[src/logic/backend_config.svh]
`ifndef BACKEND_CONFIG_SVH
`define BACKEND_CONFIG_SVH

// Datapath width in bits
`define XLEN 32

// Architectural registers, register zero included
`define REG_COUNT 32

// Data RAM size in words
`define RAM_DEPTH 256

// Cycles from a RAM request to its done pulse, at least 1
`define RAM_WAIT 2

`endif
[src/logic/cpu_types_pkg.sv]
`include "backend_config.svh"

package cpu_types_pkg;

    // One datapath word
    typedef logic [`XLEN-1:0] word_t;

    // Register file index
    typedef logic [4:0] reg_idx_t;

    // Word address into the data RAM
    typedef logic [7:0] ram_addr_t;

endpackage

[src/logic/reg_file.sv]
`timescale 1ns/100ps
`include "backend_config.svh"

module reg_file
    import cpu_types_pkg::*;
(
    input  logic     clk,
    input  logic     rst,
    input  logic     we,
    input  reg_idx_t waddr,
    input  word_t    wdata,
    input  reg_idx_t raddr,
    output word_t    rdata
);

    word_t regs [`REG_COUNT];

    always_ff @(posedge clk or posedge rst)
    begin
        if (rst)
        begin
            for (int i = 0; i < `REG_COUNT; i++)
                regs[i] <= '0;
        end
        else if (we)
        begin
            regs[waddr] <= wdata;
        end
    end

    // Register zero is hardwired on the read side
    always_comb
    begin
        if (raddr == '0)
            rdata = '0;
        else
            rdata = regs[raddr];
    end

endmodule

[config.mk]
export PLATFORM = sky130hd
export DESIGN_NAME = reg_file
export DESIGN_NICKNAME = d
export VERILOG_FILES = /design/src/logic/cpu_types_pkg.sv /design/src/logic/reg_file.sv
export VERILOG_INCLUDE_DIRS = /design/src /design/src/logic
export SDC_FILE = /design/constraint.sdc
export NUM_CORES = 2
export LEC_CHECK = 0
export BUFFER_PORTS_ARGS = -buffer_cell sky130_fd_sc_hd__buf_4
export CAP_MARGIN = 20
export CORE_ASPECT_RATIO = 1.2
export CORE_MARGIN = 2
export CORE_UTILIZATION = 25
export CTS_BUF_LIST = sky130_fd_sc_hd__clkbuf_16
export DETAILED_ROUTE_END_ITERATION = 16
export GPL_TIMING_DRIVEN = 0
export PLACE_DENSITY = 0.39
export SETUP_SLACK_MARGIN = 0.2
export SLEW_MARGIN = 20
export SYNTH_ARGS = -nofsm -noshare
export SYNTH_HDL_FRONTEND = slang
export SYNTH_SLANG_ARGS = --single-unit
[constraint.sdc]
create_clock -name clk -period 48.3 [get_ports clk]
set_input_delay 14.49 -clock clk [delete_from_list [all_inputs] [get_ports clk]]
set_output_delay 14.49 -clock clk [all_outputs]
set_load 0.005 [all_outputs]
==> results.py <==
metrics = {
    "layout": {
        "fill_cells": 18600,
        "drive_gt1_share_pct": 51.2,
        "layout.nets": 3197,
        "multi_input_area_um2": 19500,
        "regMostFlops": "regs",
        "largest_register_ffs": 1024,
        "fin_cells": 5700,
        "reg_top3": "regs: 1024 flops",
        "regArea_um2": 25600,
        "area_growth_pct": 15.8,
    },
    "power_and_ir_drop": {
        "power_density_nw_per_um2": 43.0,
        "ir_worst_vdd_uv": 26.7,
        "p_leak_nw": 23.7,
        "total_power_mw": 2.33,
    },
    "global_route": {
        "grt_pass1_vias": 29300,
        "use_met2_pct": 30.2,
        "gr-total-overflow": 0,
        "antenna_found_initial": 7,
        "grt_max_degree": 98,
        "use_met1_pct": 24.8,
        "busiest_layer": "met2",
        "grt_pass1_wl_mm": 242,
        "met3_usage_pct": 2.13,
        "track_usage_pct": 18.1,
    },
    "logic_synthesis": {
        "synth_top_cell_area_share_pct": 54.8,
        "synth_cell_types": 38,
        "synth-xor-area-share_pct": 0,
        "synth_compound_area_share_pct": 2.82,
        "synth_most_common_cell": "dfrtp_1",
        "syn_nets": 2999,
        "yosys_warnings": 0,
        "synthSimpleGateAreaFrac_pct": 1.22,
        "synth_area_leaders": "dfrtp_1 (55%), mux2_2 (25%), mux4_2 (11%)",
        "synthFlopType": "dfrtp_1",
        "async_flop_share_pct": 100,
        "synth_edf_count": 0,
        "syn_inst": 2954,
        "synth_top_area_cell": "dfrtp_1",
        "synth_top_family_by_area": "multiplexers",
        "ys_seq_area_share_pct": 54.8,
        "synthMuxAreaShare_pct": 37.6,
        "avgSynthCellArea_um2": 15.8,
        "netlist_area_um2": 46800,
        "ys_ff_latch": 1024,
        "synth_fa_ha_area_share_pct": 0,
        "synth_common_cells": "dfrtp_1 (1024), mux2_2 (1022), mux4_2 (224)",
    },
    "sta": {
        "finalWorstSetupSlack_ps": 15560,
        "fmax_ghz": 0.0305,
        "finalCritPeriodShare_pct": 67.8,
        "maxSlewHeadroom_pct": 17.9,
        "whs_ps": 481,
        "rsz0062_at_grt": "no",
        "hold_violations": 0,
        "setup-tns-final_ps": 0,
        "worstMarginPinSlew_ps": 1220,
        "drv_slew": 0,
        "skew_ps": 0,
        "fin_crit_ps": 32740,
        "setup_viol": 0,
    },
    "drt": {
        "firstDrtPassIters": 5,
        "wirelength_mm": 172,
        "num_vias": 27100,
        "wl_per_cell_um": 30.1,
        "drc": 0,
        "antenna_left": 0,
        "drt_iter0_markers": 1488,
        "vias_per_cell": 4.76,
    },
    "place": {
        "dp_slack_ps": 15430,
        "port_buffers": 72,
        "gp_congestion": 0.835,
        "dpl.hpwl_mm": 122,
        "dpl.cell_count": 5488,
    },
    "clock_network": {
        "path_clk_slew_ps": 60,
        "cts_setup_buffers": 0,
        "cts.sinks": 1024,
        "cts-resized-gates": 0,
        "clkLatencyLatePin_ps": 730,
        "cts_tree": "yes",
        "cts_hold_buffers": 0,
        "h-tree-depth": 3,
        "cts_buffer_depth": 3,
        "cts_made_buffers": 112,
        "cts_root_buf": "clkbuf_16",
    },
    "floorplan": {
        "io_pins": 77,
        "fp-row-count": 173,
        "die-width_um": 399,
        "start_util_pct": 25.2,
        "dieArea_um2": 191000,
        "die_h_um": 478,
        "core_area_um2": 186000,
    },
    "outcome": {
        "status": "finished, final reports clean",
    },
    "setup_path": {
        "start_kind": "input pin",
        "crit_type": "input pin to output port",
        "worstPathArrival_ps": 18250,
        "critPathCaptureType": "output port",
        "critPathMaxFanout": 10,
        "cp_data_required_time_ps": 33810,
    },
    "worst_hold_path": {
        "hold_class": "flop to flop",
    },
    "job": {
        "cap_violations": 0,
    },
}
## logic make-up (layout without fill, tap and decap cells)
kind of cell	Yosys count	after routing
flops	1024	1024
mux	1344	1344
other cells	0	9
buf+inv	296	583
compound gates	184	184
simple gates	106	106
## through the flow
step | area, um2 | util [%]
floorplan | 46800 | -
global placement | 50400 | 27.2
detailed placement | 50800 | 27.4
CTS | 54100 | 29.2
global route | 54100 | 29.2
finish | 54200 | 29.2
## metal layers
metal  vias up  part of all wire (%)
li1      11500                     -
met5         -                0.0064
met2       419                    49
met3       179                   2.8
met1     15100                    46
met4         2                   2.1
## critical path, cell delays in order
cell      delay (ps)
buf_4            140
clkbuf_1         590
and2_1           220
clkbuf_1         500
buf_2            540
a22oi_1          450
a311oi_1        1020
buf_4            250
## final timing paths
kind | startpoint | cells after the start | endpoint | slack, ps
max | raddr[3] | 8 | rdata[9] | 15560
min | regs[346]$_DFFE_PP0P_ | 1 | regs[346]$_DFFE_PP0P_ | 480
min reg2reg | regs[346]$_DFFE_PP0P_ | 1 | regs[346]$_DFFE_PP0P_ | 480
max reg2reg | regs[306]$_DFFE_PP0P_ | 1 | regs[306]$_DFFE_PP0P_ | 47490
min in group asynchronous | rst | 2 | regs[159]$_DFFE_PP0P_ | 13790
max in group asynchronous | rst | 6 | regs[721]$_DFFE_PP0P_ | 32420
## power by group
| group | internal [mW] | leakage, nW | switching (mW) |
|---|---|---|---|
| combinational | 0.223 | 8.79 | 0.175 |
| sequential | 1.02 | 13.1 | 0.0825 |
| clock | 0.452 | 1.77 | 0.373 |
| total | 1.70 | 23.7 | 0.631 |
## layout make-up
| class | instances | area share, % |
|---|---|---|
| buffer | 294 | 3.12 |
| timing repair buffer | 84 | 1.61 |
| clock buffer | 113 | 5.22 |
| antenna | 9 | 0.0416 |
| multi-input combinational | 1634 | 36.0 |
| inverter | 2 | 0.0277 |
| tap | 2450 | 5.66 |
| clock inverter | 90 | 1.00 |
| sequential | 1024 | 47.3 |
## cell usage in the layout (no fill, tap or decap), types with 12 or more instances in the layout
master,n
mux2i_1,64
clkinv_1,28
o21ai_1,48
buf_2,87
buf_4,111
a211oi_1,32
a311oi_1,28
inv_1,33
mux2_1,34
clkbuf_1,123
a221oi_1,24
mux4_2,224
a22oi_1,32
nor2b_1,33
clkinv_2,17
dfrtp_1,1024
buf_6,40
mux2_2,1022
nand2_1,33
buf_16,12
clkbuf_16,113
Note: power is estimated with default switching activity, not from simulation.
