## config.mk

```make
export PLATFORM = sky130hd
export DESIGN_NAME = mem_stage_flat
export DESIGN_NICKNAME = d
export VERILOG_FILES = /design/src/logic/mem_ctrl_pkg.sv /design/src/logic/cpu_types_pkg.sv /design/src/logic/stage_if.sv /design/src/logic/mem_stage.sv /design/src/flat_wrapper.sv
export VERILOG_INCLUDE_DIRS = /design/src /design/src/logic
export SDC_FILE = /design/constraint.sdc
export NUM_CORES = 1
export LEC_CHECK = 0
export BUFFER_PORTS_ARGS = -buffer_cell sky130_fd_sc_hd__buf_2
export CAP_MARGIN = 15
export CORE_ASPECT_RATIO = 0.5
export CORE_MARGIN = 3
export CORE_UTILIZATION = 29
export DETAILED_ROUTE_END_ITERATION = 10
export PLACE_DENSITY = 0.66
export SLEW_MARGIN = 40
export SYNTH_ARGS = -nofsm -noshare
export SYNTH_HDL_FRONTEND = slang
export SYNTH_SLANG_ARGS = --single-unit
```

## constraint.sdc

```tcl
create_clock -name clk -period 4.29 [get_ports clk]
set_clock_uncertainty 0.15 [all_clocks]
set_input_delay 0.429 -clock clk [delete_from_list [all_inputs] [get_ports clk]]
set_output_delay 0.429 -clock clk [all_outputs]
set_load 0.1 [all_outputs]
```

## src/logic/backend_config.svh

```systemverilog
`ifndef BACKEND_CONFIG_SVH
`define BACKEND_CONFIG_SVH

// Datapath width in bits
`define XLEN 32

// Architectural registers, register zero included
`define REG_COUNT 32

// Data RAM size in words
`define RAM_DEPTH 256

// Cycles from a RAM request to its done pulse, at least 1
`define RAM_WAIT 2

`endif
```

## src/logic/mem_ctrl_pkg.sv

```systemverilog
package mem_ctrl_pkg;

    // Memory operation carried by an execute item
    typedef enum logic [1:0]
    {
        MEM_NONE,
        MEM_LOAD,
        MEM_STORE
    } mem_op_t;

    // Memory stage FSM
    typedef enum logic
    {
        ST_IDLE, // Accepting items
        ST_WAIT  // RAM access in flight, stall held
    } mem_state_t;

endpackage

```

## src/logic/cpu_types_pkg.sv

```systemverilog
`include "backend_config.svh"

package cpu_types_pkg;

    // One datapath word
    typedef logic [`XLEN-1:0] word_t;

    // Register file index
    typedef logic [4:0] reg_idx_t;

    // Word address into the data RAM
    typedef logic [7:0] ram_addr_t;

endpackage

```

## src/logic/stage_if.sv

```systemverilog
`timescale 1ns/100ps

interface stage_if
    import cpu_types_pkg::*;
();

    logic      valid;      // One cycle per item
    logic      from_mem;   // Load result sits in mem_data
    word_t     mem_data;
    word_t     alu_result;
    reg_idx_t  rd;
    logic      reg_write;  // Already low for stores

    modport source
    (
        output valid,
        output from_mem,
        output mem_data,
        output alu_result,
        output rd,
        output reg_write
    );

    modport sink
    (
        input valid,
        input from_mem,
        input mem_data,
        input alu_result,
        input rd,
        input reg_write
    );

endinterface

```

## src/logic/mem_stage.sv

```systemverilog
`timescale 1ns/100ps

module mem_stage
    import cpu_types_pkg::*, mem_ctrl_pkg::*;
(
    input  logic      clk,
    input  logic      rst,

    input  logic      ex_valid,
    input  mem_op_t   ex_op,
    input  word_t     ex_result,      // ALU result, byte address for memory ops
    input  word_t     ex_store_data,
    input  reg_idx_t  ex_rd,
    input  logic      ex_reg_write,

    output logic      stall,

    output logic      ram_req,
    output logic      ram_we,
    output ram_addr_t ram_addr,
    output word_t     ram_wdata,
    input  logic      ram_done,
    input  word_t     ram_rdata,

    stage_if.source   wb
);

    mem_state_t state;
    logic       accept;

    // New items are only taken while idle
    assign accept = ex_valid && (state == ST_IDLE);

    always_ff @(posedge clk or posedge rst)
    begin
        if (rst)
        begin
            state    <= ST_IDLE;
            stall    <= 1'b0;
            ram_req  <= 1'b0;
            wb.valid <= 1'b0;
        end
        else
        begin
            ram_req  <= 1'b0;  // Both are single-cycle pulses
            wb.valid <= 1'b0;
            case (state)
                ST_IDLE:
                begin
                    if (ex_valid)
                    begin
                        if (ex_op == MEM_NONE)
                        begin
                            wb.valid <= 1'b1;  // Straight through
                        end
                        else
                        begin
                            ram_req <= 1'b1;
                            stall   <= 1'b1;
                            state   <= ST_WAIT;
                        end
                    end
                end
                ST_WAIT:
                begin
                    // Release in the cycle after done
                    if (ram_done)
                    begin
                        wb.valid <= 1'b1;
                        stall    <= 1'b0;
                        state    <= ST_IDLE;
                    end
                end
                default:
                begin
                    state <= ST_IDLE;
                end
            endcase
        end
    end

    // Item payload and RAM request fields
    always_ff @(posedge clk)
    begin
        if (accept)
        begin
            wb.alu_result <= ex_result;
            wb.rd         <= ex_rd;
            wb.reg_write  <= ex_reg_write && (ex_op != MEM_STORE);
            wb.from_mem   <= (ex_op == MEM_LOAD);
            ram_we        <= (ex_op == MEM_STORE);
            ram_addr      <= ex_result[$bits(ram_addr_t)+1:2];  // Byte to word address
            ram_wdata     <= ex_store_data;
        end
        if (ram_done)
            wb.mem_data <= ram_rdata;
    end

endmodule

```

## src/flat_wrapper.sv

```systemverilog
// flat-port wrapper written by rule: the top's interface ports become plain ports
module mem_stage_flat import cpu_types_pkg::*, mem_ctrl_pkg::*;
  (clk, rst, ex_valid, ex_op, ex_result, ex_store_data, ex_rd, ex_reg_write, stall, ram_req, ram_we, ram_addr, ram_wdata, ram_done, ram_rdata, wb_valid, wb_from_mem, wb_mem_data, wb_alu_result, wb_rd, wb_reg_write);
  stage_if wb_i ();
  input  logic clk;
  input  logic rst;
  input  logic ex_valid;
  input  mem_op_t ex_op;
  input  word_t ex_result;
  input  word_t ex_store_data;
  input  reg_idx_t ex_rd;
  input  logic ex_reg_write;
  output logic stall;
  output logic ram_req;
  output logic ram_we;
  output ram_addr_t ram_addr;
  output word_t ram_wdata;
  input  logic ram_done;
  input  word_t ram_rdata;
  output wire logic [$bits(wb_i.valid)-1:0] wb_valid;
  output wire logic [$bits(wb_i.from_mem)-1:0] wb_from_mem;
  output wire logic [$bits(wb_i.mem_data)-1:0] wb_mem_data;
  output wire logic [$bits(wb_i.alu_result)-1:0] wb_alu_result;
  output wire logic [$bits(wb_i.rd)-1:0] wb_rd;
  output wire logic [$bits(wb_i.reg_write)-1:0] wb_reg_write;
  assign wb_valid = wb_i.valid;
  assign wb_from_mem = wb_i.from_mem;
  assign wb_mem_data = wb_i.mem_data;
  assign wb_alu_result = wb_i.alu_result;
  assign wb_rd = wb_i.rd;
  assign wb_reg_write = wb_i.reg_write;
  mem_stage u_core (.clk(clk), .rst(rst), .ex_valid(ex_valid), .ex_op(ex_op), .ex_result(ex_result), .ex_store_data(ex_store_data), .ex_rd(ex_rd), .ex_reg_write(ex_reg_write), .stall(stall), .ram_req(ram_req), .ram_we(ram_we), .ram_addr(ram_addr), .ram_wdata(ram_wdata), .ram_done(ram_done), .ram_rdata(ram_rdata), .wb(wb_i));
endmodule
```

==> out/results.ini <==
[sta]
period_share=0.447
fmax_mhz=522
fin_crit_ps=1920
setup_viol=0
slew_violations=0
rsz0062_at_grt=no
hold_viol_final=0
finalSetupTns_ps=0
slew_headroom=0.534
tightest_slew_ps=699

[yosys]
synth_nets=237
syn_area_per_cell_um2=26.1
yosysMostFrequentCell=edfxtp_1
synth_cells=129
synth_area_leaders=edfxtp_1, dfrtp_1, buf_4
synth_area_leader_cell=edfxtp_1
synth_xor_area_frac=0
synth_compound_gate_area_share=0.00670
synthMuxAreaShare=0
synthArstFlopShare=0.0370
synthSimpleGateAreaFrac=0.0130
yosys-top-cells-count=edfxtp_1, buf_4, dfrtp_1
synth_flop_cell=edfxtp_1
netlist_area_um2=3360
synth_fa_ha_area_frac=0
yosys.area.top_type_share=0.929
synth_seq_area_share=0.959
synth_top_family_by_area=buffers and inverters
synth_cell_types=11
synth_warnings=0
synth_edf_count=104
yosys_register_bits=108

[clock_network]
clk_pin_slew_ps=70
numCtsBuffers=9
cts-root-buf=clkbuf_16
clk_latency_ps=330
h-tree-depth=3
clock_sinks=108
cts_tree=yes
cts_max_path_buffers=2
cts_resized=0
ctsHoldBuffers=1
cts_setup_buffers=0

[global_route]
grt_max_degree=48
overflow=0
antenna_found_initial=1
grt_pass1_wl_mm=11.2
grt_pass1_vias=2024
grtUsageTotal=0.120

[flow_run]
maxCapViolations=0

[worst_setup_path]
crit_arrival_ps=1770
cp_max_fo=47
start_kind=flip-flop
critPathKind=reg2reg
endpoint_kind=flip-flop
required_ps=4140
rrSetupSlack_ps=2370

[die]
dieArea_um2=13000
coreArea_um2=11100
die_h_um=82.1
num_io_pins=223
die_w_um=158
fp-row-count=27
initial_core_util=0.301

[layout]
layout.nets=464
drive_gt1_frac=0.662
fin_util=0.441
n_fill_cell=1049
area.growth.synth_to_final_pct=46.2
diodes=0

[route]
ant_nets=0
routed_wl_mm=8.00
drt-wirelength-per-cell_um=15.8
drt_iter0_markers=63
firstDrtPassIters=4
drc_errors=0
post_drt_via_cell_ratio=4.02
vias=2032

[power]
peakVddDrop_mv=0.230
power-per-cell-area_nw_per_um2=584
p_leak_nw=2.12

[place]
port_buffers=222
hpwl_mm=6.40
place.gp.congestion=0.771

[run_status]
outcome=complete, no violations

[hold_path]
hold_path.class=in2reg

worst max-delay path: stages, from the launching register on:
cell and delay [ps]:
dfrtp_1 400, nand2b_4 180, inv_4 420, buf_4 420
final timing paths:
kind | end | cells after the start | from
min in group asynchronous | u_core.wb.valid | 3 | rst
worst min register to register | u_core.stall | 1 | u_core.stall
worst max register to register | u_core.ram_wdata[9] | 3 | u_core.state
worst max-delay path | u_core.ram_wdata[9] | 3 | u_core.state
worst min-delay path | u_core.wb.alu_result[23] | 1 | ex_result[23]
max in group asynchronous | u_core.stall | 3 | rst
per-layer routing:
| layer | global-route usage | wire, µm | vias to the layer above |
|---|---|---|---|
| met5 | 0 | 7 | - |
| met4 | 0.0472 | 194 | 2 |
| met3 | 0.0599 | 725 | 19 |
| met2 | 0.215 | 4310 | 96 |
| met1 | 0.123 | 2770 | 965 |
| li1 | - | - | 950 |
sequential cells by signal (all words and copies together), names as in the netlist:
signal                count
u_core.wb.valid           1
u_core.stall              1
u_core.wb.reg_write       1
u_core.ram_we             1
u_core.wb.mem_data       32
u_core.ram_req            1
u_core.state              1
u_core.ram_wdata         32
u_core.wb.rd              5
u_core.wb.alu_result     32
u_core.wb.from_mem        1
cell type report:
class                   count  area [µm²]  share of cell area
clock buffers              10         229              0.0466
well taps                 145         181              0.0369
inverters                   3        13.8             0.00280
clock inverters             6        71.3              0.0145
repair buffers            224        1130               0.230
flip-flops and latches    108        3220               0.656
multi-input cells          10        66.3              0.0135
placed cells by master (no fill, tap or decap):
cell type,instances
buf_2,222
edfxtp_1,104
clkbuf_16,9
dfrtp_1,4
nor2b_1,3
nor2_1,2
inv_1,2
clkinv_4,2
nand2_1,1
nand2b_4,1
o2bb2ai_1,1
inv_4,1
o31ai_1,1
o22ai_1,1
clkbuf_1,1
clkinv_1,1
bufinv_16,1
inv_6,1
inv_8,1
dlygate4sd3_1,1
buf_4,1
power by group:
group	leakage (nW)	internal (mW)	switching [mW]	total, mW
Combinational	0.925	0.0934	0.682	0.776
Sequential	1.05	1.25	0.0211	1.28
Clock	0.147	0.459	0.358	0.818
Total	2.12	1.81	1.06	2.87
logic make-up (layout without fill, tap and decap cells):
| group | count (synthesis) | count (layout) |
|---|---|---|
| DFF | 108 | 108 |
| AOI/OAI and AO/OA | 3 | 3 |
| and+or+nand+nor | 7 | 7 |
| buffers and inverters | 11 | 243 |
stage by stage:
step | cell area [µm²] | power [mW] | hold WS, ps | setup WS, ps | cells
after CTS | 4910 | 2.90 | 97.5 | 2330 | 506
after floorplan | 3360 | 1.94 | 45.1 | 1780 | 129
final | 4910 | 2.87 | 113 | 2370 | 506
after global routing | 4910 | 2.97 | 91.1 | 2250 | 506
after global placement | 4600 | 2.07 | 161 | 2050 | 489
after detailed placement | 4600 | 2.08 | 164 | 2280 | 489
No activity file was read; power rests on OpenSTA's default activity.
