### config.mk
export PLATFORM = sky130hd
export DESIGN_NAME = writeback_flat
export DESIGN_NICKNAME = d
export VERILOG_FILES = /design/src/logic/cpu_types_pkg.sv /design/src/logic/stage_if.sv /design/src/logic/writeback.sv /design/src/flat_wrapper.sv
export VERILOG_INCLUDE_DIRS = /design/src /design/src/logic
export SDC_FILE = /design/constraint.sdc
export NUM_CORES = 1
export LEC_CHECK = 0
export ABC_AREA = 1
export BUFFER_PORTS_ARGS = -buffer_cell sky130_fd_sc_hd__buf_2
export CORE_MARGIN = 1.5
export CORE_UTILIZATION = 30
export CTS_CLUSTER_DIAMETER = 100
export DETAILED_ROUTE_END_ITERATION = 6
export MAX_ROUTING_LAYER = met4
export SLEW_MARGIN = 10
export SYNTH_ARGS = -nofsm -noshare
export SYNTH_HDL_FRONTEND = slang
export SYNTH_SLANG_ARGS = --single-unit
### constraint.sdc
create_clock -name clk -period 0.8 [get_ports clk]
set_clock_uncertainty 0.05 [all_clocks]
set_input_delay 0.16 -clock clk [delete_from_list [all_inputs] [get_ports clk]]
set_output_delay 0.16 -clock clk [all_outputs]
set_load 0.03 [all_outputs]
### src/logic/backend_config.svh
`ifndef BACKEND_CONFIG_SVH
`define BACKEND_CONFIG_SVH

// Datapath width in bits
`define XLEN 32

// Architectural registers, register zero included
`define REG_COUNT 32

// Data RAM size in words
`define RAM_DEPTH 256

// Cycles from a RAM request to its done pulse, at least 1
`define RAM_WAIT 2

`endif
### src/logic/cpu_types_pkg.sv
`include "backend_config.svh"

package cpu_types_pkg;

    // One datapath word
    typedef logic [`XLEN-1:0] word_t;

    // Register file index
    typedef logic [4:0] reg_idx_t;

    // Word address into the data RAM
    typedef logic [7:0] ram_addr_t;

endpackage

### src/logic/stage_if.sv
`timescale 1ns/100ps

interface stage_if
    import cpu_types_pkg::*;
();

    logic      valid;      // One cycle per item
    logic      from_mem;   // Load result sits in mem_data
    word_t     mem_data;
    word_t     alu_result;
    reg_idx_t  rd;
    logic      reg_write;  // Already low for stores

    modport source
    (
        output valid,
        output from_mem,
        output mem_data,
        output alu_result,
        output rd,
        output reg_write
    );

    modport sink
    (
        input valid,
        input from_mem,
        input mem_data,
        input alu_result,
        input rd,
        input reg_write
    );

endinterface

### src/logic/writeback.sv
`timescale 1ns/100ps

module writeback
    import cpu_types_pkg::*;
(
    input  logic     clk,
    input  logic     rst,

    stage_if.sink    in_item,

    output logic     wb_en,
    output reg_idx_t wb_rd,
    output word_t    wb_data
);

    logic write_ok;

    // Register zero is never written
    assign write_ok = in_item.valid && in_item.reg_write && (in_item.rd != '0);

    always_ff @(posedge clk or posedge rst)
    begin
        if (rst)
        begin
            wb_en <= 1'b0;
        end
        else
        begin
            wb_en <= write_ok;  // High for one cycle at most
        end
    end

    // Destination and data only move with a valid item
    always_ff @(posedge clk)
    begin
        if (in_item.valid)
        begin
            wb_rd <= in_item.rd;
            if (in_item.from_mem)
                wb_data <= in_item.mem_data;    // Load result
            else
                wb_data <= in_item.alu_result;
        end
    end

endmodule

### src/flat_wrapper.sv
// flat-port wrapper written by rule: the top's interface ports become plain ports
module writeback_flat import cpu_types_pkg::*;
  (clk, rst, wb_en, wb_rd, wb_data, in_item_valid, in_item_from_mem, in_item_mem_data, in_item_alu_result, in_item_rd, in_item_reg_write);
  stage_if in_item_i ();
  input  logic clk;
  input  logic rst;
  output logic wb_en;
  output reg_idx_t wb_rd;
  output word_t wb_data;
  input wire logic [$bits(in_item_i.valid)-1:0] in_item_valid;
  input wire logic [$bits(in_item_i.from_mem)-1:0] in_item_from_mem;
  input wire logic [$bits(in_item_i.mem_data)-1:0] in_item_mem_data;
  input wire logic [$bits(in_item_i.alu_result)-1:0] in_item_alu_result;
  input wire logic [$bits(in_item_i.rd)-1:0] in_item_rd;
  input wire logic [$bits(in_item_i.reg_write)-1:0] in_item_reg_write;
  assign in_item_i.valid = in_item_valid;
  assign in_item_i.from_mem = in_item_from_mem;
  assign in_item_i.mem_data = in_item_mem_data;
  assign in_item_i.alu_result = in_item_alu_result;
  assign in_item_i.rd = in_item_rd;
  assign in_item_i.reg_write = in_item_reg_write;
  writeback u_core (.clk(clk), .rst(rst), .in_item(in_item_i), .wb_en(wb_en), .wb_rd(wb_rd), .wb_data(wb_data));
endmodule
==> flow_metrics.tcl, run 1 <==
set metrics [dict create \
    status "finished with violations" \
    violations "negative setup slack" \
    switchingPower_uw 1360 \
    grt_pass1_wl_microns 5500 \
    routedWlPerCell_microns 10.7 \
    swShare_pct 27.7 \
    avgSynthCellArea_sq_um 11.9 \
    postCtsSetupBuffers 0 \
    p_leak_uw 0.00133 \
    cts_tree "done" \
    maxCapViolCount 0 \
    cts_buffer_depth 2 \
    worstPathCellList "buf_6" \
    placedCellCount 330 \
    synth_warnings 0 \
    postLayoutSetupSlackWorst_ns -0.254 \
    overflow 0 \
    worstMarginPinSlew_ns 0.183 \
    ctsRootBufferMaster "clkbuf_8" \
    hp-start "in_item_rd[1]" \
    relSlewSlack_pct 87.7 \
    totalPowerFinal_uw 4930 \
    crit_buf_inv 1 \
    vias 1383 \
    critical_path.max_stage_delay_ns 0.40 \
    synth_cells 150 \
    period_minus_slack_ns 1.05 \
    intPower_uw 3570 \
    pin_count 112 \
    p_comb_share_pct 25.0 \
    clock_sinks 38 \
    grt_pass1_vias 1278 \
    synthDistinctLibCells 12 \
    drt_iter0_markers 48 \
    min_to "u_core.wb_rd[1]" \
    path_delay_family "flip-flops" \
    power_density_nw_per_um2 1800 \
    cts_hold_buf 1 \
    hold_violations 0 \
    start_kind "flop" \
    clock_power_share_pct 24.7 \
    critPathMaxFanout 1 \
    layout-drive-gt1-share_pct 57.3 \
    numCtsBuffers 5 \
    clkSlewWorstSetupHoldPaths_ns 0.07 \
    cp_slowest_cell "edfxtp_1" \
    crit_required_ns 0.59 \
    die_area_sq_um 6420 \
    numPortBuffers 111 \
    wirelength_microns 3630 \
    rsz0062_at_grt "yes" \
    antenna_found_initial 0 \
    fmax_ghz 0.949 \
    start_util_pct 31.8 \
    nets 340 \
    grt_max_degree 31 \
    syn-cell-area_sq_um 1780 \
    stdcell_count 339 \
    diodes 0 \
    synth_seq_area_share_pct 63.7 \
    vdd_drop_max_mv 0.749 \
    detail_route.first_pass.iterations 4 \
    viasPerCell 4.08 \
    critical_path_class "reg2out" \
    slew_violations 0 \
    core-area_sq_um 5610 \
    crit_path_end_kind "primary output" \
    nFillCells 539 \
    grt_usage_pct 11.6 \
    p_seq_share_pct 50.2 \
    area_growth_pct 53.7 \
    row_count 27 \
    dp_hpwl_microns 2770 \
    syn-num-nets 224 \
    die_w_microns 80.1 \
    drc 0 \
    h-tree-depth 2 \
    die_h_microns 80.1 \
    place_congestion 0.678 \
    ant_nets 0 \
    period_share_pct 132 \
    worst_ep_arrival_time_ns 0.84 \
    hp-class "in2reg" \
    place_ws_ns -0.192 \
    finalSetupViolCount 38 \
    holdPathStages 1 \
    synth_seq_cells 38 \
]
[layout by cell type, fill, tap and decap left out]
| cell | n |
|---|---|
| edfxtp_1 | 37 |
| nand2_1 | 31 |
| o21ai_2 | 29 |
| buf_12 | 4 |
| buf_2 | 73 |
| dfrtp_1 | 1 |
| clkbuf_8 | 5 |
| nor2_1 | 2 |
| dlygate4sd3_1 | 1 |
| clkinv_1 | 1 |
| nand2_2 | 3 |
| nand3_1 | 1 |
| o21ai_0 | 3 |
| clkbuf_1 | 1 |
| clkinv_2 | 1 |
| inv_1 | 36 |
| buf_6 | 38 |
[per-stage QoR]
stage	setup TNS (ns)	util, %	hold slack, ns	instance area [sq um]
2_1_floorplan	-0.543	-	-0.161	1800
3_3_place_gp	-5.96	43.0	-0.0555	2410
3_5_place_dp	-6.16	43.0	-0.0570	2410
4_1_cts	-9.16	48.9	0.00390	2740
5_1_grt	-10.0	48.9	-0.00308	2740
6_report	-8.60	48.9	0.0104	2740
[layer usage]
layer / vias up / global-route usage (%) / share of wire [%]
met5: - / - / 0
met4: 0 / 4.14 / 1.3
met3: 7 / 5.23 / 11
met2: 71 / 19.2 / 50
met1: 583 / 12.2 / 38
li1: 722 / - / -
[area by class of cell]
class                   instances  area (sq um)  area share, %
multi-input cells              69           417           15.2
flip-flops and latches         38          1140           41.4
inverters                      36           135           4.93
clock inverters                 2          8.76          0.319
clock buffers                   6          72.6           2.65
well taps                      72          90.1           3.28
repair buffers                116           883           32.2
[power groups by stage]
stage / clock network (uW) / registers, uW / logic (uW)
after floorplan: 0 / 2850 / 284
after global placement: 0 / 2470 / 1040
after detailed placement: 0 / 2470 / 1050
after CTS: 1270 / 2480 / 1250
after global routing: 1340 / 2490 / 1320
final: 1220 / 2470 / 1230
[cell usage after synthesis]
cell	n	area, sq um
nand2_2	2	12.5
edfxtp_1	37	1110
o21ai_2	29	254
buf_12	1	20.0
dfrtp_1	1	25.0
nor2_1	2	7.51
inv_1	36	135
buf_6	3	33.8
buf_8	3	45.0
nand2_1	32	120
o21ai_0	3	15.0
nand3_1	1	5.00
[cell families (layout without fill, tap and decap cells)]
| family | Yosys count | after routing | share of synthesized area [%] |
|---|---|---|---|
| DFF | 38 | 38 | 63.7 |
| and+or+nand+nor | 37 | 37 | 8.13 |
| AOI/OAI and AO/OA | 32 | 32 | 15.1 |
| buffers and inverters | 43 | 160 | 13.1 |
[sequential cells by signal (all words and copies together) (netlist names)]
signal	flops
u_core.wb_rd	5
u_core.wb_en	1
u_core.wb_data	32
[worst max-delay path by stage]
stage,from,end,slack (ns),cells after the start
final,u_core.wb_data[13],wb_data[13],-0.25,1
after global routing,u_core.wb_data[20],wb_data[20],-0.30,1
after detailed placement,in_item_from_mem,u_core.wb_data[20],-0.19,3
after CTS,u_core.wb_data[20],wb_data[20],-0.27,1
after floorplan,in_item_from_mem,u_core.wb_data[10],-0.02,4
after global placement,in_item_from_mem,u_core.wb_data[16],-0.17,3
[what timing repair did]
action                                  CTS  global route
resized for setup                        76             0
hold endpoints to repair                  1             2
endpoints found under the setup margin   38            38
Note: power is estimated with default switching activity, not from simulation.
==> run 2, diff against run 1 <==
--- a/config.mk
+++ b/config.mk
@@ -13,6 +13,7 @@
 export CTS_CLUSTER_DIAMETER = 100
 export DETAILED_ROUTE_END_ITERATION = 6
 export MAX_ROUTING_LAYER = met4
+export SETUP_SLACK_MARGIN = 0.15
 export SLEW_MARGIN = 10
 export SYNTH_ARGS = -nofsm -noshare
 export SYNTH_HDL_FRONTEND = slang
==> flow_metrics.tcl, run 2 (synthesis gave the netlist of run 1 again) <==
set metrics [dict create \
    worstPathCellList "buf_6" \
    detail_route.first_pass.iterations 4 \
    largest_reg_flops 32 \
    clkSlewWorstSetupHoldPaths_ns 0.07 \
    grt_max_degree 23 \
    grt_util_met3_pct 3.18 \
    ant_nets 0 \
    viasPerCell 4.14 \
    worst_ep_arrival_time_ns 0.85 \
    clock_sinks 38 \
    grt_usage_pct 13.3 \
    nFillCells 523 \
    core-area_sq_um 5610 \
    routedWlPerCell_microns 11.3 \
    maxCapViolCount 0 \
    worstMarginPinSlew_ns 0.145 \
    dp_hpwl_microns 2750 \
    period_minus_slack_ns 1.06 \
    postCtsSetupBuffers 0 \
    pin_count 112 \
    area_growth_pct 58.8 \
    die_area_sq_um 6420 \
    die_h_microns 80.1 \
    ctsRootBufferMaster "clkbuf_8" \
    numPortBuffers 111 \
    use_met1_pct 15.5 \
    relSlewSlack_pct 90.3 \
    rsz0062_at_grt "yes" \
    final_common_cell "buf_2" \
    use_met2_pct 22.7 \
    power_density_nw_per_um2 1790 \
    diodes 0 \
    grt_pass1_vias 1366 \
    drt_iter0_markers 48 \
    design_area_sq_um 2830 \
    critPathMaxFanout 1 \
    h-tree-depth 2 \
    slew_violations 0 \
    multiInputGateArea_sq_um 419 \
    hp-class "in2reg" \
    crit_required_ns 0.59 \
    critical_path.max_stage_delay_ns 0.41 \
    place_congestion 0.660 \
    crit_buf_inv 1 \
    die_w_microns 80.1 \
    path_delay_family "flip-flops" \
    drc 0 \
    wirelength_microns 3870 \
    nets 344 \
    period_share_pct 132 \
    critical_path_class "reg2out" \
    postLayoutSetupSlackWorst_ns -0.256 \
    finalSetupViolCount 38 \
    start_util_pct 31.8 \
    fmax_ghz 0.947 \
    regArea_sq_um 1140 \
    totalPowerFinal_uw 5080 \
    crit_path_end_kind "primary output" \
    grt_busiest_layer "met2" \
    dpl_cell_area_sq_um 2430 \
    start_kind "flop" \
    cp_slowest_cell "edfxtp_1" \
    grt_pass1_wl_microns 6220 \
    cts_tree "done" \
    antenna_found_initial 0 \
    row_count 27 \
    top_regs "u_core.wb_data x32, u_core.wb_rd x5, u_core.wb_en x1" \
    numCtsBuffers 5 \
    finalSetupTns_ns -8.55 \
    layout-drive-gt1-share_pct 59.0 \
    cts_buffer_depth 2 \
    vdd_drop_max_mv 0.620 \
    overflow 0 \
    final_cell_mix "buf_2 (72), buf_6 (39), edfxtp_1 (37)" \
    holdWs_ns 0.0182 \
    vias 1419 \
    regMostFlops "u_core.wb_data" \
    p_leak_uw 0.00138 \
    violations "negative setup slack" \
    hold_violations 0 \
    status "finished with violations" \
]
==> run 2: changes by cell type in the layout (fill, tap and decap cells not counted), sizes merged <==
| cell | change |
|---|---|
| clkbuf | +1 |
| buf | +4 |
| clkinv | -1 |
==> run 2: final timing paths <==
| check | startpoint | end | slack, ns | cells past startpoint |
|---|---|---|---|---|
| worst max-delay path | u_core.wb_data[0] | wb_data[0] | -0.26 | 1 |
| worst min-delay path | in_item_rd[3] | u_core.wb_rd[3] | 0.02 | 1 |
| max in group asynchronous | rst | u_core.wb_en | 0.38 | 3 |
| min in group asynchronous | rst | u_core.wb_en | 0.21 | 3 |
==> run 2: layout make-up <==
type	instances	share of cell area, %
sequential	38	40.2
timing repair buffer	120	33.9
multi-input combinational	69	14.8
inverter	36	4.77
tap	72	3.18
clock buffer	7	3.05
clock inverter	1	0.177
==> run 2: layer usage <==
| metal | part of all wire [%] | vias to the layer above |
|---|---|---|
| li1 | - | 728 |
| met1 | 39 | 626 |
| met2 | 53 | 60 |
| met3 | 7.1 | 5 |
| met4 | 0.88 | 0 |
| met5 | 0 | - |
==> run 2: repair_timing <==
item / 4_1_cts / 5_1_grt
endpoints found under the setup margin: 39 / 38
cloned: 2 / 0
hold buffers: 1 / 0
endpoints found under the hold margin: 1 / 0
gates resized for setup: 81 / 0
==> run 2: report_power, final <==
part | internal (uW) | total, uW | switching, uW
Clock | 695 | 1320 | 621
Combinational | 610 | 1290 | 681
Sequential | 2400 | 2480 | 80.3
==> run 2: through the flow <==
stage / util [%] / std cells / worst slack [ns]
floorplan: - / 150 / -0.0182
global placement: 43.3 / 332 / -0.160
detailed placement: 43.3 / 332 / -0.178
CTS: 50.5 / 343 / -0.270
global route: 50.5 / 343 / -0.291
finish: 50.5 / 343 / -0.256
==> run 3, diff against run 2 <==
--- a/config.mk
+++ b/config.mk
@@ -13,6 +13,7 @@
 export CTS_CLUSTER_DIAMETER = 100
 export DETAILED_ROUTE_END_ITERATION = 6
 export MAX_ROUTING_LAYER = met4
+export PLACE_DENSITY_LB_ADDON = 0.2
 export SETUP_SLACK_MARGIN = 0.15
 export SLEW_MARGIN = 10
 export SYNTH_ARGS = -nofsm -noshare
==> flow_metrics.tcl, run 3 (synthesis gave the netlist of run 1 again) <==
set metrics [dict create \
    status "finished with violations" \
    violations "negative setup slack" \
    crit_start "u_core.wb_data[17]" \
    grt_pass1_wl_microns 5780 \
    start_util_pct 31.8 \
    rsz0062_at_grt "yes" \
    diodes 0 \
    fmax_ghz 0.931 \
    numPortBuffers 111 \
    postCtsSetupBuffers 0 \
    worstMarginPinSlew_ns 0.176 \
    drt_iter0_markers 60 \
    vdd_drop_max_mv 0.834 \
    row_count 27 \
    maxCapViolCount 0 \
    period_minus_slack_ns 1.07 \
    min_to "u_core.wb_rd[2]" \
    critical_path.max_stage_delay_ns 0.42 \
    start_kind "flop" \
    placedCellCount 331 \
    worst_ep_arrival_time_ns 0.86 \
    clkSlewWorstSetupHoldPaths_ns 0.07 \
    dp_hpwl_microns 2920 \
    regMostFlops "u_core.wb_data" \
    crit_path_end_kind "primary output" \
    cts_buffer_depth 2 \
    worstPathCellList "buf_6" \
    intPower_uw 3700 \
    crit_buf_inv 1 \
    hp-start "in_item_rd[2]" \
    core-area_sq_um 5610 \
    nets 344 \
    layout-drive-gt1-share_pct 59.0 \
    stdcell_count 343 \
    hp-class "in2reg" \
    totalPowerFinal_uw 5110 \
    area_growth_pct 58.7 \
    drc 0 \
    holdPathStages 1 \
    overflow 0 \
    critical_path_class "reg2out" \
    h-tree-depth 2 \
    finalSetupViolCount 38 \
    final_common_cell "buf_2" \
    p_leak_uw 0.00138 \
    hold_violations 0 \
    swShare_pct 27.7 \
    period_share_pct 134 \
    routedWlPerCell_microns 11.6 \
    path_delay_family "flip-flops" \
    vias 1426 \
    crit_required_ns 0.59 \
    finalSetupTns_ns -8.76 \
    die_w_microns 80.1 \
    die_h_microns 80.1 \
    utilization_pct 50.5 \
    nFillCells 534 \
    detail_route.first_pass.iterations 4 \
    wirelength_microns 3980 \
    antenna_found_initial 0 \
    numCtsBuffers 5 \
    largest_reg_flops 32 \
    top_regs "u_core.wb_data x32, u_core.wb_rd x5, u_core.wb_en x1" \
    pin_count 112 \
    viasPerCell 4.16 \
    grt_max_degree 33 \
    switchingPower_uw 1420 \
    relSlewSlack_pct 88.2 \
    die_area_sq_um 6420 \
    clock_sinks 38 \
    slew_violations 0 \
    holdWs_ns 0.0132 \
    power_density_nw_per_um2 1810 \
    grt_pass1_vias 1330 \
    grt_usage_pct 12.3 \
    critPathMaxFanout 1 \
    postLayoutSetupSlackWorst_ns -0.274 \
    place_congestion 0.764 \
    final_cell_mix "buf_2 (72), buf_6 (40), edfxtp_1 (37)" \
    cp_slowest_cell "edfxtp_1" \
    p_seq_share_pct 48.4 \
    cts_hold_buf 1 \
    ctsRootBufferMaster "clkbuf_8" \
    cts_tree "done" \
    ant_nets 0 \
    p_comb_share_pct 25.1 \
    clock_power_share_pct 26.5 \
]
==> run 3: power groups by stage <==
| stage | Sequential (uW) | Clock [uW] | Combinational, uW |
|---|---|---|---|
| floorplan | 2850 | 0 | 284 |
| global placement | 2470 | 0 | 1050 |
| detailed placement | 2480 | 0 | 1060 |
| CTS | 2480 | 1410 | 1260 |
| global route | 2490 | 1490 | 1370 |
| finish | 2470 | 1350 | 1290 |
==> run 3: metrics by stage <==
| stage | setup WS [ns] | area, sq um |
|---|---|---|
| after CTS | -0.293 | 2760 |
| after detailed placement | -0.140 | 2420 |
| after global routing | -0.309 | 2830 |
| final | -0.274 | 2830 |
| after floorplan | -0.0182 | 1800 |
| after global placement | -0.125 | 2420 |
==> run 3: final cells by class <==
type / instances / area [sq um] / share of cell area, %
inverter: 36 / 135 / 4.77
multi-input combinational: 69 / 419 / 14.8
tap: 72 / 90.1 / 3.18
clock inverter: 1 / 5.00 / 0.177
sequential: 38 / 1140 / 40.2
clock buffer: 7 / 86.3 / 3.05
timing repair buffer: 120 / 958 / 33.8
==> run 3: metal layers <==
layer  GRT usage [%]  vias up  part of all wire [%]
met4            4.66        0                  0.53
met1            12.9      629                    39
met3            5.00        2                   9.6
met5               -        -                     0
li1                -      726                     -
met2            20.7       69                    51
==> run 3: timing repair <==
item,in CTS,in global routing
hold endpoints to repair,2,1
cloned,0,3
endpoints found under the setup margin,38,40
gates resized for setup,76,4
==> run 3: worst max-delay path by stage <==
| stage | to | slack (ns) | cells after the start |
|---|---|---|---|
| 3_3_place_gp | u_core.wb_data[28] | -0.13 | 3 |
| 6_report | wb_data[17] | -0.27 | 1 |
| 2_1_floorplan | u_core.wb_data[10] | -0.02 | 4 |
| 4_1_cts | wb_data[17] | -0.29 | 1 |
| 3_5_place_dp | u_core.wb_data[28] | -0.14 | 3 |
| 5_1_grt | wb_data[17] | -0.31 | 1 |
